==> src/geom_pkg.sv <==
`default_nettype none

package geom_pkg;

    typedef logic [10:0] xpos_t;                // Horizontal pixel coordinate.
    typedef logic [9:0]  ypos_t;                // Vertical pixel coordinate.

    localparam int NUM_LAYERS = 5;              // Platform layers on screen.
    localparam int NUM_GAPS   = 3;              // Distinct gap shapes.

    // Playfield borders.
    localparam int XMIN = 10;                   // Left border.
    localparam int XMAX = 1268;                 // Right border.
    localparam int YMIN = 10;                   // Top border, also wrap target.
    localparam int YMAX = 789;                  // Bottom border.

    localparam int BLOCK_W = 32;                // Student block width.
    localparam int BLOCK_H = 32;                // Student block height.

    localparam int LAYER_THICK = 25;            // Layer wraps once this far past bottom.

    localparam ypos_t LAYER_RESET [NUM_LAYERS] = '{
        10'd150, 10'd320, 10'd500, 10'd660, 10'd830
    };

    // Each gap is the open span between left and right platform pieces.
    localparam xpos_t GAP_LEFT  [NUM_GAPS] = '{11'd300, 11'd900, 11'd580};
    localparam xpos_t GAP_RIGHT [NUM_GAPS] = '{11'd450, 11'd1200, 11'd800};

    localparam int LAYER_GAP [NUM_LAYERS] = '{0, 1, 2, 0, 1};   // Gap cut into each layer.
    localparam int JUMP_GAP  [NUM_LAYERS] = '{1, 0, 1, 2, 0};   // Gap of the layer above.

    localparam int LAND_BELOW = 5;              // Window reaches this far above a top.
    localparam int LAND_ABOVE = 6;              // And this far below it.

    localparam int JUMP_HIGH     = 200;         // Clears the gap onto the next layer.
    localparam int JUMP_LOW      = 100;         // Hop that lands back down.
    localparam int JUMP_LOW_LAST = 70;          // Bottom layer has less headroom.

    localparam int STEP    = 9;                 // Pixels per control step.
    localparam int GRAVITY = 7;                 // Fall per frame.

    localparam int RESPAWN_X = 700;             // Column after falling off.
    localparam int BLOCK_X0  = 140;             // Start column.
    localparam int BLOCK_Y0  = 200;             // Start row.

endpackage

`default_nettype wire

==> src/game_pkg.sv <==
`default_nettype none

package game_pkg;

    typedef logic [2:0] diff_t;                 // Difficulty switches.
    typedef logic [2:0] speed_t;                // Layer scroll step.
    typedef logic [5:0] count_t;                // Deadline count.

    // Switch codes and their speeds; any other code falls to the default.
    localparam diff_t DIFF_SLOW = 3'b000;
    localparam diff_t DIFF_MID  = 3'b001;
    localparam diff_t DIFF_FAST = 3'b010;
    localparam diff_t DIFF_MAX  = 3'b100;

    localparam speed_t SPEED_SLOW    = 3'd1;
    localparam speed_t SPEED_MID     = 3'd2;
    localparam speed_t SPEED_FAST    = 3'd3;
    localparam speed_t SPEED_MAX     = 3'd4;
    localparam speed_t SPEED_DEFAULT = 3'd2;

    localparam int DEADLINE_LAYER_A = 1;        // Layer 2, zero based.
    localparam int DEADLINE_LAYER_B = 3;        // Layer 4.

    localparam int REMIND1_AT = 10;             // First reminder threshold.
    localparam int REMIND2_AT = 5;              // Second reminder.
    localparam int LOSE_AT    = 1;              // Deadline missed.

    localparam int NUM_ITEMS = 4;               // Homework items.

    localparam int ITEM_LAYER [NUM_ITEMS] = '{0, 2, 4, 1};          // Layer carrying each item.
    localparam int ITEM_X0    [NUM_ITEMS] = '{100, 900, 150, 600};  // Start columns.
    localparam int PARK_X     [NUM_ITEMS] = '{900, 1100, 900, 1100}; // Off-screen columns.
    localparam int PARK_Y     = 900;            // Off-screen row.
    localparam int ITEM_LIFT  = 40;             // Item rests this high above its layer.

endpackage

`default_nettype wire

==> src/layer_if.sv <==
`timescale 1ns/1ps
`default_nettype none

interface layer_if;

    geom_pkg::ypos_t top [geom_pkg::NUM_LAYERS];   // Current top row of each layer.
    logic            deadline_wrap;                // Layer 2 or 4 wraps this frame.

    // Scroller owns the layers.
    modport scroller (
        output top,
        output deadline_wrap
    );

    // Block and items only look at the layer rows.
    modport rider (
        input top
    );

    modport timer (
        input deadline_wrap
    );

endinterface

`default_nettype wire

==> src/layer_scroller.sv <==
`timescale 1ns/1ps
`default_nettype none

module layer_scroller (
    input  logic            posclk,     // Frame clock.
    input  logic            rst,        // Synchronous reset.
    input  game_pkg::diff_t diff,       // Difficulty switches.
    layer_if.scroller       lanes       // Layer tops and wrap pulse.
);

    game_pkg::speed_t                speed;  // Pixels per frame.
    logic [geom_pkg::NUM_LAYERS-1:0] wrap;   // Layer leaves the bottom this frame.

    always_comb begin
        case (diff)
            game_pkg::DIFF_SLOW: speed = game_pkg::SPEED_SLOW;
            game_pkg::DIFF_MID:  speed = game_pkg::SPEED_MID;
            game_pkg::DIFF_FAST: speed = game_pkg::SPEED_FAST;
            game_pkg::DIFF_MAX:  speed = game_pkg::SPEED_MAX;
            default:             speed = game_pkg::SPEED_DEFAULT;   // Mixed switches.
        endcase
    end

    always_comb begin
        for (int i = 0; i < geom_pkg::NUM_LAYERS; i++) begin
            wrap[i] = (int'(lanes.top[i]) + geom_pkg::LAYER_THICK) > geom_pkg::YMAX;
        end
    end

    // Deadline ticks on the two middle-spaced layers only.
    assign lanes.deadline_wrap = wrap[game_pkg::DEADLINE_LAYER_A]
                               | wrap[game_pkg::DEADLINE_LAYER_B];

    always_ff @(posedge posclk) begin
        for (int i = 0; i < geom_pkg::NUM_LAYERS; i++) begin
            if (rst) begin
                lanes.top[i] <= geom_pkg::LAYER_RESET[i];
            end else if (wrap[i]) begin
                lanes.top[i] <= geom_pkg::ypos_t'(geom_pkg::YMIN);     // Back to the top.
            end else begin
                lanes.top[i] <= lanes.top[i] + geom_pkg::ypos_t'(speed); // Scroll down.
            end
        end
    end

    // Layer 5 starts below the border; once a top is on screen it never leaves it.
    for (genvar g = 0; g < geom_pkg::NUM_LAYERS; g++) begin : g_top_chk
        a_top_on_screen: assert property (
            @(posedge posclk) disable iff (rst)
            (lanes.top[g] <= geom_pkg::YMAX) |=> (lanes.top[g] <= geom_pkg::YMAX)
        );
    end

endmodule

`default_nettype wire

==> src/deadline_timer.sv <==
`timescale 1ns/1ps
`default_nettype none

module deadline_timer #(
    parameter game_pkg::count_t DEADLINE_START = 6'd15   // Frames of wraps to the deadline.
) (
    input  logic             posclk,     // Frame clock.
    input  logic             rst,        // Synchronous reset.
    input  logic             start,      // Game running.
    layer_if.timer           lanes,      // Wrap pulse from the scroller.
    output game_pkg::count_t count,      // Remaining count.
    output logic             reminder1,  // First warning.
    output logic             reminder2,  // Second warning.
    output logic             lose        // Deadline reached.
);

    logic tick;  // Count this wrap.

    assign tick = lanes.deadline_wrap && start && (count != '0);   // Floor at zero.

    always_ff @(posedge posclk) begin
        if (rst) begin
            count     <= DEADLINE_START;
            reminder1 <= 1'b0;
            reminder2 <= 1'b0;
            lose      <= 1'b0;
        end else begin
            if (tick) begin
                count <= count - game_pkg::count_t'(1);
            end
            // Flags look at the registered count, so they trail it by a frame.
            if (int'(count) <= game_pkg::REMIND1_AT) begin
                reminder1 <= 1'b1;
            end
            if (int'(count) <= game_pkg::REMIND2_AT) begin
                reminder2 <= 1'b1;
            end
            if (int'(count) <= game_pkg::LOSE_AT) begin
                lose <= 1'b1;
            end
        end
    end

    // Outside reset the deadline only ever moves closer.
    a_count_down_only: assert property (
        @(posedge posclk) disable iff (rst)
        !rst |=> (count <= $past(count))
    );

endmodule

`default_nettype wire

==> src/player_motion.sv <==
`timescale 1ns/1ps
`default_nettype none

module player_motion (
    input  logic            posclk,   // Frame clock.
    input  logic            rst,      // Synchronous reset.
    input  logic            left,     // Step left.
    input  logic            right,    // Step right.
    input  logic            down,     // Step down.
    input  logic            up,       // Jump while standing.
    layer_if.rider          lanes,    // Layer tops.
    output geom_pkg::xpos_t block_x,  // Block left edge.
    output geom_pkg::ypos_t block_y   // Block top edge.
);

    localparam int JUMP_MARGIN = 5;   // Slack around the target gap.

    int   x_now;        // Current position, signed for the math.
    int   y_now;
    int   bottom;       // Block bottom edge.
    int   x_next;       // Position for the next frame.
    int   y_next;
    int   layer_y;      // Top of the layer under test.
    int   gap;          // Gap cut into that layer.
    int   jgap;         // Gap of the layer to jump through.
    logic landed;       // Standing on some layer.
    logic respawn;      // Fell out of the bottom.

    always_comb begin
        x_now   = int'(block_x);
        y_now   = int'(block_y);
        bottom  = y_now + geom_pkg::BLOCK_H;
        x_next  = x_now;
        y_next  = y_now;
        layer_y = 0;
        gap     = 0;
        jgap    = 0;
        landed  = 1'b0;
        respawn = 1'b0;

        if (left) x_next = x_next - geom_pkg::STEP;
        if (right) x_next = x_next + geom_pkg::STEP;    // Both held cancel out.
        if (down) y_next = y_next + geom_pkg::STEP;

        // Keep the whole block inside the borders.
        if (x_next < geom_pkg::XMIN) x_next = geom_pkg::XMIN;
        if (x_next > geom_pkg::XMAX - geom_pkg::BLOCK_W) begin
            x_next = geom_pkg::XMAX - geom_pkg::BLOCK_W;
        end
        if (y_next < geom_pkg::YMIN) y_next = geom_pkg::YMIN;

        if (bottom > geom_pkg::YMAX) begin
            respawn = 1'b1;
            x_next  = geom_pkg::RESPAWN_X;
            y_next  = geom_pkg::YMIN;
        end

        // Upper layers are tested first.
        for (int l = 0; l < geom_pkg::NUM_LAYERS; l++) begin
            layer_y = int'(lanes.top[l]);
            gap     = geom_pkg::LAYER_GAP[l];
            jgap    = geom_pkg::JUMP_GAP[l];
            if (!landed
                && bottom >= layer_y - geom_pkg::LAND_BELOW
                && bottom < layer_y + geom_pkg::LAND_ABOVE
                && (x_now < int'(geom_pkg::GAP_LEFT[gap])
                    || x_now + geom_pkg::BLOCK_W > int'(geom_pkg::GAP_RIGHT[gap]))) begin
                landed = 1'b1;
                y_next = layer_y - geom_pkg::BLOCK_H;              // Stand on it.
                if (up) begin
                    if (x_now + geom_pkg::BLOCK_W < int'(geom_pkg::GAP_RIGHT[jgap]) + JUMP_MARGIN
                        && x_now > int'(geom_pkg::GAP_LEFT[jgap]) - JUMP_MARGIN) begin
                        y_next = y_now - geom_pkg::JUMP_HIGH;      // Through the gap above.
                    end else if (l == geom_pkg::NUM_LAYERS - 1) begin
                        y_next = y_now - geom_pkg::JUMP_LOW_LAST;
                    end else begin
                        y_next = y_now - geom_pkg::JUMP_LOW;       // Falls back down.
                    end
                    if (y_next < geom_pkg::YMIN) y_next = geom_pkg::YMIN;
                end
            end
        end

        if (!landed && !respawn) begin
            y_next = y_next + geom_pkg::GRAVITY;
        end
    end

    always_ff @(posedge posclk) begin
        if (rst) begin
            block_x <= geom_pkg::xpos_t'(geom_pkg::BLOCK_X0);
            block_y <= geom_pkg::ypos_t'(geom_pkg::BLOCK_Y0);
        end else begin
            block_x <= geom_pkg::xpos_t'(x_next);
            block_y <= geom_pkg::ypos_t'(y_next);
        end
    end

    // Any frame of motion, respawn included, leaves the block between the side borders.
    a_x_in_bounds: assert property (
        @(posedge posclk) disable iff (rst)
        !rst |=> (int'(block_x) >= geom_pkg::XMIN
                  && int'(block_x) <= geom_pkg::XMAX - geom_pkg::BLOCK_W)
    );

endmodule

`default_nettype wire

==> src/item_collector.sv <==
`timescale 1ns/1ps
`default_nettype none

module item_collector #(
    parameter int ITEM_SIZE = 32   // Item box edge.
) (
    input  logic                          posclk,    // Frame clock.
    input  logic                          rst,       // Synchronous reset.
    layer_if.rider                        lanes,     // Layer tops.
    input  geom_pkg::xpos_t               block_x,   // Block left edge.
    input  geom_pkg::ypos_t               block_y,   // Block top edge.
    output geom_pkg::xpos_t               item_x [game_pkg::NUM_ITEMS],  // Item columns.
    output geom_pkg::ypos_t               item_y [game_pkg::NUM_ITEMS],  // Item rows.
    output logic [game_pkg::NUM_ITEMS-1:0] collected, // Picked up so far.
    output logic                          win        // Every item picked up.
);

    logic [game_pkg::NUM_ITEMS-1:0] hit;   // Block overlaps the item box.

    always_comb begin
        for (int i = 0; i < game_pkg::NUM_ITEMS; i++) begin
            hit[i] = (int'(block_x) + geom_pkg::BLOCK_W > int'(item_x[i]))
                  && (int'(block_x) < int'(item_x[i]) + ITEM_SIZE)
                  && (int'(block_y) + geom_pkg::BLOCK_H > int'(item_y[i]))
                  && (int'(block_y) < int'(item_y[i]) + ITEM_SIZE);
        end
    end

    always_ff @(posedge posclk) begin
        for (int i = 0; i < game_pkg::NUM_ITEMS; i++) begin
            if (rst) begin
                collected[i] <= 1'b0;
                item_x[i]    <= geom_pkg::xpos_t'(game_pkg::ITEM_X0[i]);
                item_y[i]    <= geom_pkg::ypos_t'(
                    int'(geom_pkg::LAYER_RESET[game_pkg::ITEM_LAYER[i]]) - game_pkg::ITEM_LIFT);
            end else if (!collected[i]) begin   // Parked items stay put.
                if (hit[i]) begin
                    collected[i] <= 1'b1;
                    item_x[i]    <= geom_pkg::xpos_t'(game_pkg::PARK_X[i]);
                    item_y[i]    <= geom_pkg::ypos_t'(game_pkg::PARK_Y);
                end else if (int'(item_y[i]) + ITEM_SIZE > geom_pkg::YMAX) begin
                    item_y[i] <= geom_pkg::ypos_t'(geom_pkg::YMIN);     // Off the bottom.
                end else begin
                    item_y[i] <= lanes.top[game_pkg::ITEM_LAYER[i]]
                               - geom_pkg::ypos_t'(game_pkg::ITEM_LIFT); // Ride the layer.
                end
            end
        end
    end

    assign win = &collected;

    // Collection is permanent for the rest of the game.
    for (genvar g = 0; g < game_pkg::NUM_ITEMS; g++) begin : g_sticky_chk
        a_collected_sticky: assert property (
            @(posedge posclk) disable iff (rst)
            collected[g] |=> collected[g]
        );
    end

endmodule

`default_nettype wire

==> src/game_top.sv <==
`timescale 1ns/1ps
`default_nettype none

module game_top #(
    parameter game_pkg::count_t DEADLINE_START = 6'd15,   // Starting deadline count.
    parameter int               ITEM_SIZE      = 32       // Item box edge.
) (
    input  logic                           posclk,     // Frame clock.
    input  logic                           rst,        // Synchronous reset.
    input  logic                           left,       // Controls.
    input  logic                           right,
    input  logic                           down,
    input  logic                           up,
    input  logic                           start,      // Deadline runs.
    input  game_pkg::diff_t                diff,       // Difficulty switches.
    output geom_pkg::xpos_t                block_x,    // Student block.
    output geom_pkg::ypos_t                block_y,
    output geom_pkg::ypos_t                layer_top [geom_pkg::NUM_LAYERS],
    output geom_pkg::xpos_t                item_x [game_pkg::NUM_ITEMS],
    output geom_pkg::ypos_t                item_y [game_pkg::NUM_ITEMS],
    output logic [game_pkg::NUM_ITEMS-1:0] collected,
    output game_pkg::count_t               count,      // Raw count for the display.
    output logic                           reminder1,
    output logic                           reminder2,
    output logic                           lose,
    output logic                           win
);

    layer_if lanes ();

    layer_scroller layer_scroller_inst (
        .posclk (posclk),
        .rst    (rst),
        .diff   (diff),
        .lanes  (lanes)
    );

    deadline_timer #(
        .DEADLINE_START (DEADLINE_START)
    ) deadline_timer_inst (
        .posclk    (posclk),
        .rst       (rst),
        .start     (start),
        .lanes     (lanes),
        .count     (count),
        .reminder1 (reminder1),
        .reminder2 (reminder2),
        .lose      (lose)
    );

    player_motion player_motion_inst (
        .posclk  (posclk),
        .rst     (rst),
        .left    (left),
        .right   (right),
        .down    (down),
        .up      (up),
        .lanes   (lanes),
        .block_x (block_x),
        .block_y (block_y)
    );

    item_collector #(
        .ITEM_SIZE (ITEM_SIZE)
    ) item_collector_inst (
        .posclk    (posclk),
        .rst       (rst),
        .lanes     (lanes),
        .block_x   (block_x),
        .block_y   (block_y),
        .item_x    (item_x),
        .item_y    (item_y),
        .collected (collected),
        .win       (win)
    );

    assign layer_top = lanes.top;   // Layer rows for the display.

endmodule

`default_nettype wire

==> config.mk <==
export PLATFORM = sky130hd
export DESIGN_NAME = game_top
export DESIGN_NICKNAME = d
export VERILOG_FILES = /design/src/geom_pkg.sv /design/src/game_pkg.sv /design/src/layer_if.sv /design/src/layer_scroller.sv /design/src/deadline_timer.sv /design/src/player_motion.sv /design/src/item_collector.sv /design/src/game_top.sv
export SDC_FILE = /design/constraint.sdc
export NUM_CORES = 1
export LEC_CHECK = 0
export ABC_AREA = 1
export BUFFER_PORTS_ARGS = -buffer_cell sky130_fd_sc_hd__buf_2
export CAP_MARGIN = 5
export CORE_ASPECT_RATIO = 1.4
export CORE_MARGIN = 1.5
export CORE_UTILIZATION = 60
export DETAILED_ROUTE_END_ITERATION = 8
export PLACE_DENSITY = 0.8
export SLEW_MARGIN = 20
export SYNTH_ARGS = -nofsm -noshare
export SYNTH_HDL_FRONTEND = slang
export SYNTH_HIERARCHICAL = 1
export SYNTH_SLANG_ARGS = --single-unit
==> constraint.sdc <==
create_clock -name posclk -period 8.6 [get_ports posclk]
set_clock_uncertainty 0.2 [all_clocks]
set_input_delay 2.58 -clock posclk [delete_from_list [all_inputs] [get_ports posclk]]
set_output_delay 2.58 -clock posclk [all_outputs]
set_load 0.005 [all_outputs]
* After elaboration in Yosys (flattened, before gate mapping) *
Cells that the tools add are included.
W data, S select, Z words.

cells by class
  multiply operators = 0
  order comparisons = 59
  equality and inequality tests = 2
  reductions and logical operators = 55
  multiplexer cells = 65
  shift operators = 0
  bitwise logic cells = 5
  $add $sub $neg = 47
  div/mod/pow operators = 0

operators with widths
  kind                     number
  $mux W32                 16
  $gt A32 B11 Y1 const B   11
  $mux W10                 29
  $lt A32 B5 Y1 const B    6
  $ge A32 B32 Y1           5
  $lt A32 B32 Y1           5
  $gt A32 B11 Y1           4
  $lt A11 B32 Y1           4
  $lt A12 B32 Y1           4
  $sub A10 B6 Y10 const B  9
  $add A10 B6 Y11 const B  7
  $gt A32 B12 Y1           2
  $gt A32 B12 Y1 const B   2
  $add A10 B3 Y11 const B  5
  $add A10 B5 Y11 const B  5
  $sub A10 B3 Y11 const B  5
  $add A10 B3 Y10          5
  $add A11 B6 Y12 const B  3
  $add A32 B5 Y32 const B  1
  $gt A32 B10 Y1 const B   1
  $logic_and A1 B1 Y1      32
  $lt A32 B10 Y1 const B   1
  $lt A32 B11 Y1 const B   1
  $lt A32 B12 Y1 const B   1
  other kinds (32)         69

word-level totals
  memory bits (read-only) = 0
  input port bits = 10
  word-level logic and storage cells = 260
  latch bits = 0
  RAM bits = 0
  register bits after elaboration = 140
  memories = 0
  output and inout bits = 169

* Logic depth before layout (Yosys ltp) *
  word-level depth = 31
  gate-level depth with buffers = 35
  mapped depth without buffers = 34

* Hierarchy *
Netlist, hierarchy kept.

modules (own cells, without submodules)
  module          area each (um^2)  cells an instance  times used
  player_motion   9251.4            1504               1
  item_collector  6115.9            939                1
  layer_scroller  3784.9            558                1
  deadline_timer  493.0             67                 1

* Worst setup path after synthesis *
No wires, ideal clock.

  path kind = input port to flip-flop
  start = in left
  end = reg player_motion_inst.block_x[2]
  buffers on the path = 1
  library setup time = 0.127 ns
  setup slack = 2.008 ns
  required time = 8.273 ns
  cell stages on the path = 30
  arrival time = 6.265 ns
  cells stage by stage = inv_1 > o21ai_1 > xor2_1 > nand2_1 > a21oi_1 > nand3_1 > nor3_2 > nand2_1 > ha_1 > nand4_1 > o21ai_0 > nand2_1 > inv_1 > nand4_1 > nor3_1 > nand2_1 > nor2_1 > ha_1 > clkbuf_1 > nor2_1 > nand4_1 > o21ai_0 > a21oi_1 > o21ai_0 > a31oi_1 > o21bai_2 > or2_1 > nand2_2 > inv_2 > o21ai_1

between the ends
  word-level cells in the longest chain between the ends = 7

ends and longest elaborated chain
  what                               RTL line             source
  start, declared                    game_top.sv:10       input logic left,
  $mux W32 *                         player_motion.sv:41  if (left) x_next = x_next - geom_pkg::STEP;
  $add A32 B5 Y32                    player_motion.sv:42  if (right) x_next = x_next + geom_pkg::STEP;
  $mux W32 *                         player_motion.sv:42
  $lt A32 B5 Y1                      player_motion.sv:46  if (x_next < geom_pkg::XMIN) x_next = geom_pkg::XMIN;
  $mux W32 *                         player_motion.sv:46
  $gt A32 B12 Y1                     player_motion.sv:47  if (x_next > geom_pkg::XMAX - geom_pkg::BLOCK_W) begin
  $reduce_or A3 Y1 (no source line)  --
  end signal, assigned               player_motion.sv:91  block_x <= geom_pkg::xpos_t'(geom_pkg::BLOCK_X0);
  end signal, assigned               player_motion.sv:94  block_x <= geom_pkg::xpos_t'(x_next);
  end, declared                      player_motion.sv:12  output geom_pkg::xpos_t block_x,

Every way passes the cells marked *; elsewhere a longest branch is shown, timed or not.
A chain may end at the register's enable or synchronous reset.

* Worst setup path after layout *
Ends and elaborated chain as after synthesis.

==> results.sh <==
export IMPL_yosys_area_top_type="ha_1"
export IMPL_clk_path_buf_depth=2
export IMPL_totalWireLength_mm=64.9
export IMPL_dr_pass1_iters=6
export IMPL_required_ns=8.73
export IMPL_setup_viol=0
export IMPL_core_area_um2=32300
export IMPL_worst_pin_slew_ns=0.975
export IMPL_path_clk_slew_ns=0.06
export IMPL_netlist_area_um2=19600
export IMPL_track_usage_pct=38.0
export IMPL_die_y_um=217
export IMPL_dp_hpwl_mm=50.1
export IMPL_wl_per_cell_um=17.8
export IMPL_gp_congestion=1.01
export IMPL_vias=21100
export IMPL_drt_iter0_markers=1563
export IMPL_critPathKind="in2reg"
export IMPL_yosysTopAreaCellShare_pct=19.0
export IMPL_final_hold_violation_count=0
export IMPL_period_minus_slack_ns=6.84
export IMPL_clkLatencyLatePin_ns=0.46
export IMPL_fp_row_count=78
export IMPL_n_antenna_cell=0
export IMPL_nets=3503
export IMPL_drive_gt1_share_pct=12.2
export IMPL_yosysWarnings=6
export IMPL_grt_pass1_vias=20000
export IMPL_syn_area_per_cell_um2=6.40
export IMPL_whs_ns=0.246
export IMPL_multi_input_area_um2=14800
export IMPL_cts_buffers=17
export IMPL_drc_errors=0
export IMPL_synthTopCellsByArea="ha_1 19%, nand2_1 14%, dfxtp_1 13%"
export IMPL_htreeDepth=4
export IMPL_fillers=2976
export IMPL_synth_ff_type="dfxtp_1"
export IMPL_cts_hold_buffers=0
export IMPL_ff_latch_area_um2=2640
export IMPL_cts_sinks=132
export IMPL_status="complete, no violations"
export IMPL_port_buffers=153
export IMPL_cp_start_kind="input port"
export IMPL_post_cts_repair_setup_buffers=0
export IMPL_slew_violations=0
export IMPL_leakage_nw=11.5
export IMPL_cts_root_buffer="clkbuf_16"
export IMPL_arrival_ns=6.97
export IMPL_ys_types=68
export IMPL_fin_crit_sh_pct=79.6
export IMPL_synth_common_cells="729 x nand2_1, 422 x inv_1, 299 x ha_1"
export IMPL_cp_slowest_stage_delay_ns=0.34
export IMPL_vias_per_cell=5.79
export IMPL_yosysSeqAreaShare_pct=13.5
export IMPL_fp_dieW_um=156
export IMPL_yosysMostFrequentCell="nand2_1"
export IMPL_critPathMaxFanout=10
export IMPL_synth_edf_count=0
export IMPL_ys_ff_latch=132
export IMPL_ant_nets=0
export IMPL_die_area_um2=33900
export IMPL_grt_max_degree=44
export IMPL_start_util_pct=60.8
export IMPL_setup_tns_ns=0
export IMPL_cts_resized=0
export IMPL_crit_top_cell="nand2_1"
export IMPL_maxCapViolCount=0
export IMPL_critPathSlowestCell="ha_1"
export IMPL_hold_path_class="reg2reg"
export IMPL_rsz0062_at_grt="no"
export IMPL_area_growth_pct=7.97
export IMPL_max_clock_freq_mhz=146
export IMPL_io_pins=179
export IMPL_grt_pass1_wl_mm=101
export IMPL_grt_overflow_total=0
export IMPL_total_power_mw=8.21
export IMPL_p_per_area_nw_per_um2=387
export IMPL_grt_antenna_before_repair=0
export IMPL_crit_path_end_kind="flop"
export IMPL_cts_tree="built"
export IMPL_post_synth_inst_count=3068
export IMPL_slew_headroom_pct=34.9
export IMPL_synthArstFlopShare_pct=0
export IMPL_ir_drop_v=0.000201
-- final timing paths --
path,start,endpoint,slack (ns),cells after the start
min reg2reg,deadline_timer_inst/lose,deadline_timer_inst/lose,0.25,2
max reg2reg,player_motion_inst/block_y[6],player_motion_inst/block_y[6],2.51,26
min,deadline_timer_inst/lose,deadline_timer_inst/lose,0.25,2
max,left,player_motion_inst/block_x[2],1.76,30
-- routing by layer --
metal / track usage, % / up-vias / share of wire, %
li1: - / 10200 / -
met5: 0 / - / 0
met3: 4.74 / 241 / 5.7
met1: 42.9 / 9725 / 39
met4: 25.7 / 0 / 6.8
met2: 66.4 / 905 / 48
-- area by class of cell --
type                       instances  area share (%)
multi-input combinational       2414            69.9
inverter                         450            7.96
clock buffer                      17            2.01
tap                              440            2.60
timing repair buffer             174            4.35
clock inverter                    15           0.767
sequential                       132            12.5
-- cells in the final DEF (no fill, tap or decap), drive strengths merged, types with 4 or more instances in the layout --
master | synthesis | layout
a211oi | 6 | 6
a21boi | 4 | 4
a21o | 14 | 14
a21oi | 196 | 196
a31oi | 10 | 10
buf | 60 | 174
clkbuf | 35 | 17
clkinv | 5 | 10
conb | 2 | 25
dfxtp | 132 | 132
fa | 5 | 5
ha | 299 | 299
inv | 445 | 454
mux2i | 4 | 4
nand2 | 790 | 790
nand3 | 257 | 257
nand3b | 18 | 18
nand4 | 70 | 70
nor2 | 272 | 272
nor3 | 53 | 53
nor4 | 8 | 8
o211ai | 12 | 12
o21ai | 141 | 141
o21bai | 5 | 5
o22ai | 7 | 7
or2 | 12 | 12
xnor2 | 21 | 21
xor2 | 165 | 165
-- worst max-delay path: cells and delay by family --
family | cells | cell delay [ns]
xor gates and xnor gates | 1 | 0.32
AOI/OAI and AO/OA | 9 | 1.39
buffers and inverters | 4 | 0.37
and+or+nand+nor | 14 | 1.69
adders and majority gates | 2 | 0.62
-- power by group --
| part | internal (mW) | switching [mW] |
|---|---|---|
| Clock | 0.412 | 0.341 |
| Sequential | 0.778 | 0.432 |
| Combinational | 2.13 | 4.11 |
-- cell families after synthesis --
logic type	after synthesis	synth area share [%]
compound gates	408	11.9
xor+xnor	186	8.41
fa+ha+maj	304	19.6
buf+inv	545	11.6
flops	132	13.5
mux	4	0.204
other cells	2	0.0382
simple gates	1487	34.9
-- registers in the layout (all words and copies together), names as in the netlist --
register,cells
deadline_timer_inst/lose,1
layer_scroller_inst/lanes.top,50
deadline_timer_inst/reminder1,1
item_collector_inst/item_x,8
item_collector_inst/item_y,40
player_motion_inst/block_x,11
item_collector_inst/collected,4
deadline_timer_inst/reminder2,1
player_motion_inst/block_y,10
deadline_timer_inst/count,6
-- metrics by stage --
stage          instance area (µm²)  std cells  worst slack [ns]  util (%)
5_1_grt                      21200       3642              1.04      65.7
2_1_floorplan                19700       3091              2.01         -
3_5_place_dp                 20600       3610              1.38      63.8
3_3_place_gp                 20600       3610              1.37      63.8
4_1_cts                      21200       3642              1.83      65.7
6_report                     21200       3642              1.76      65.7
No activity file was read; power rests on OpenSTA's default activity.
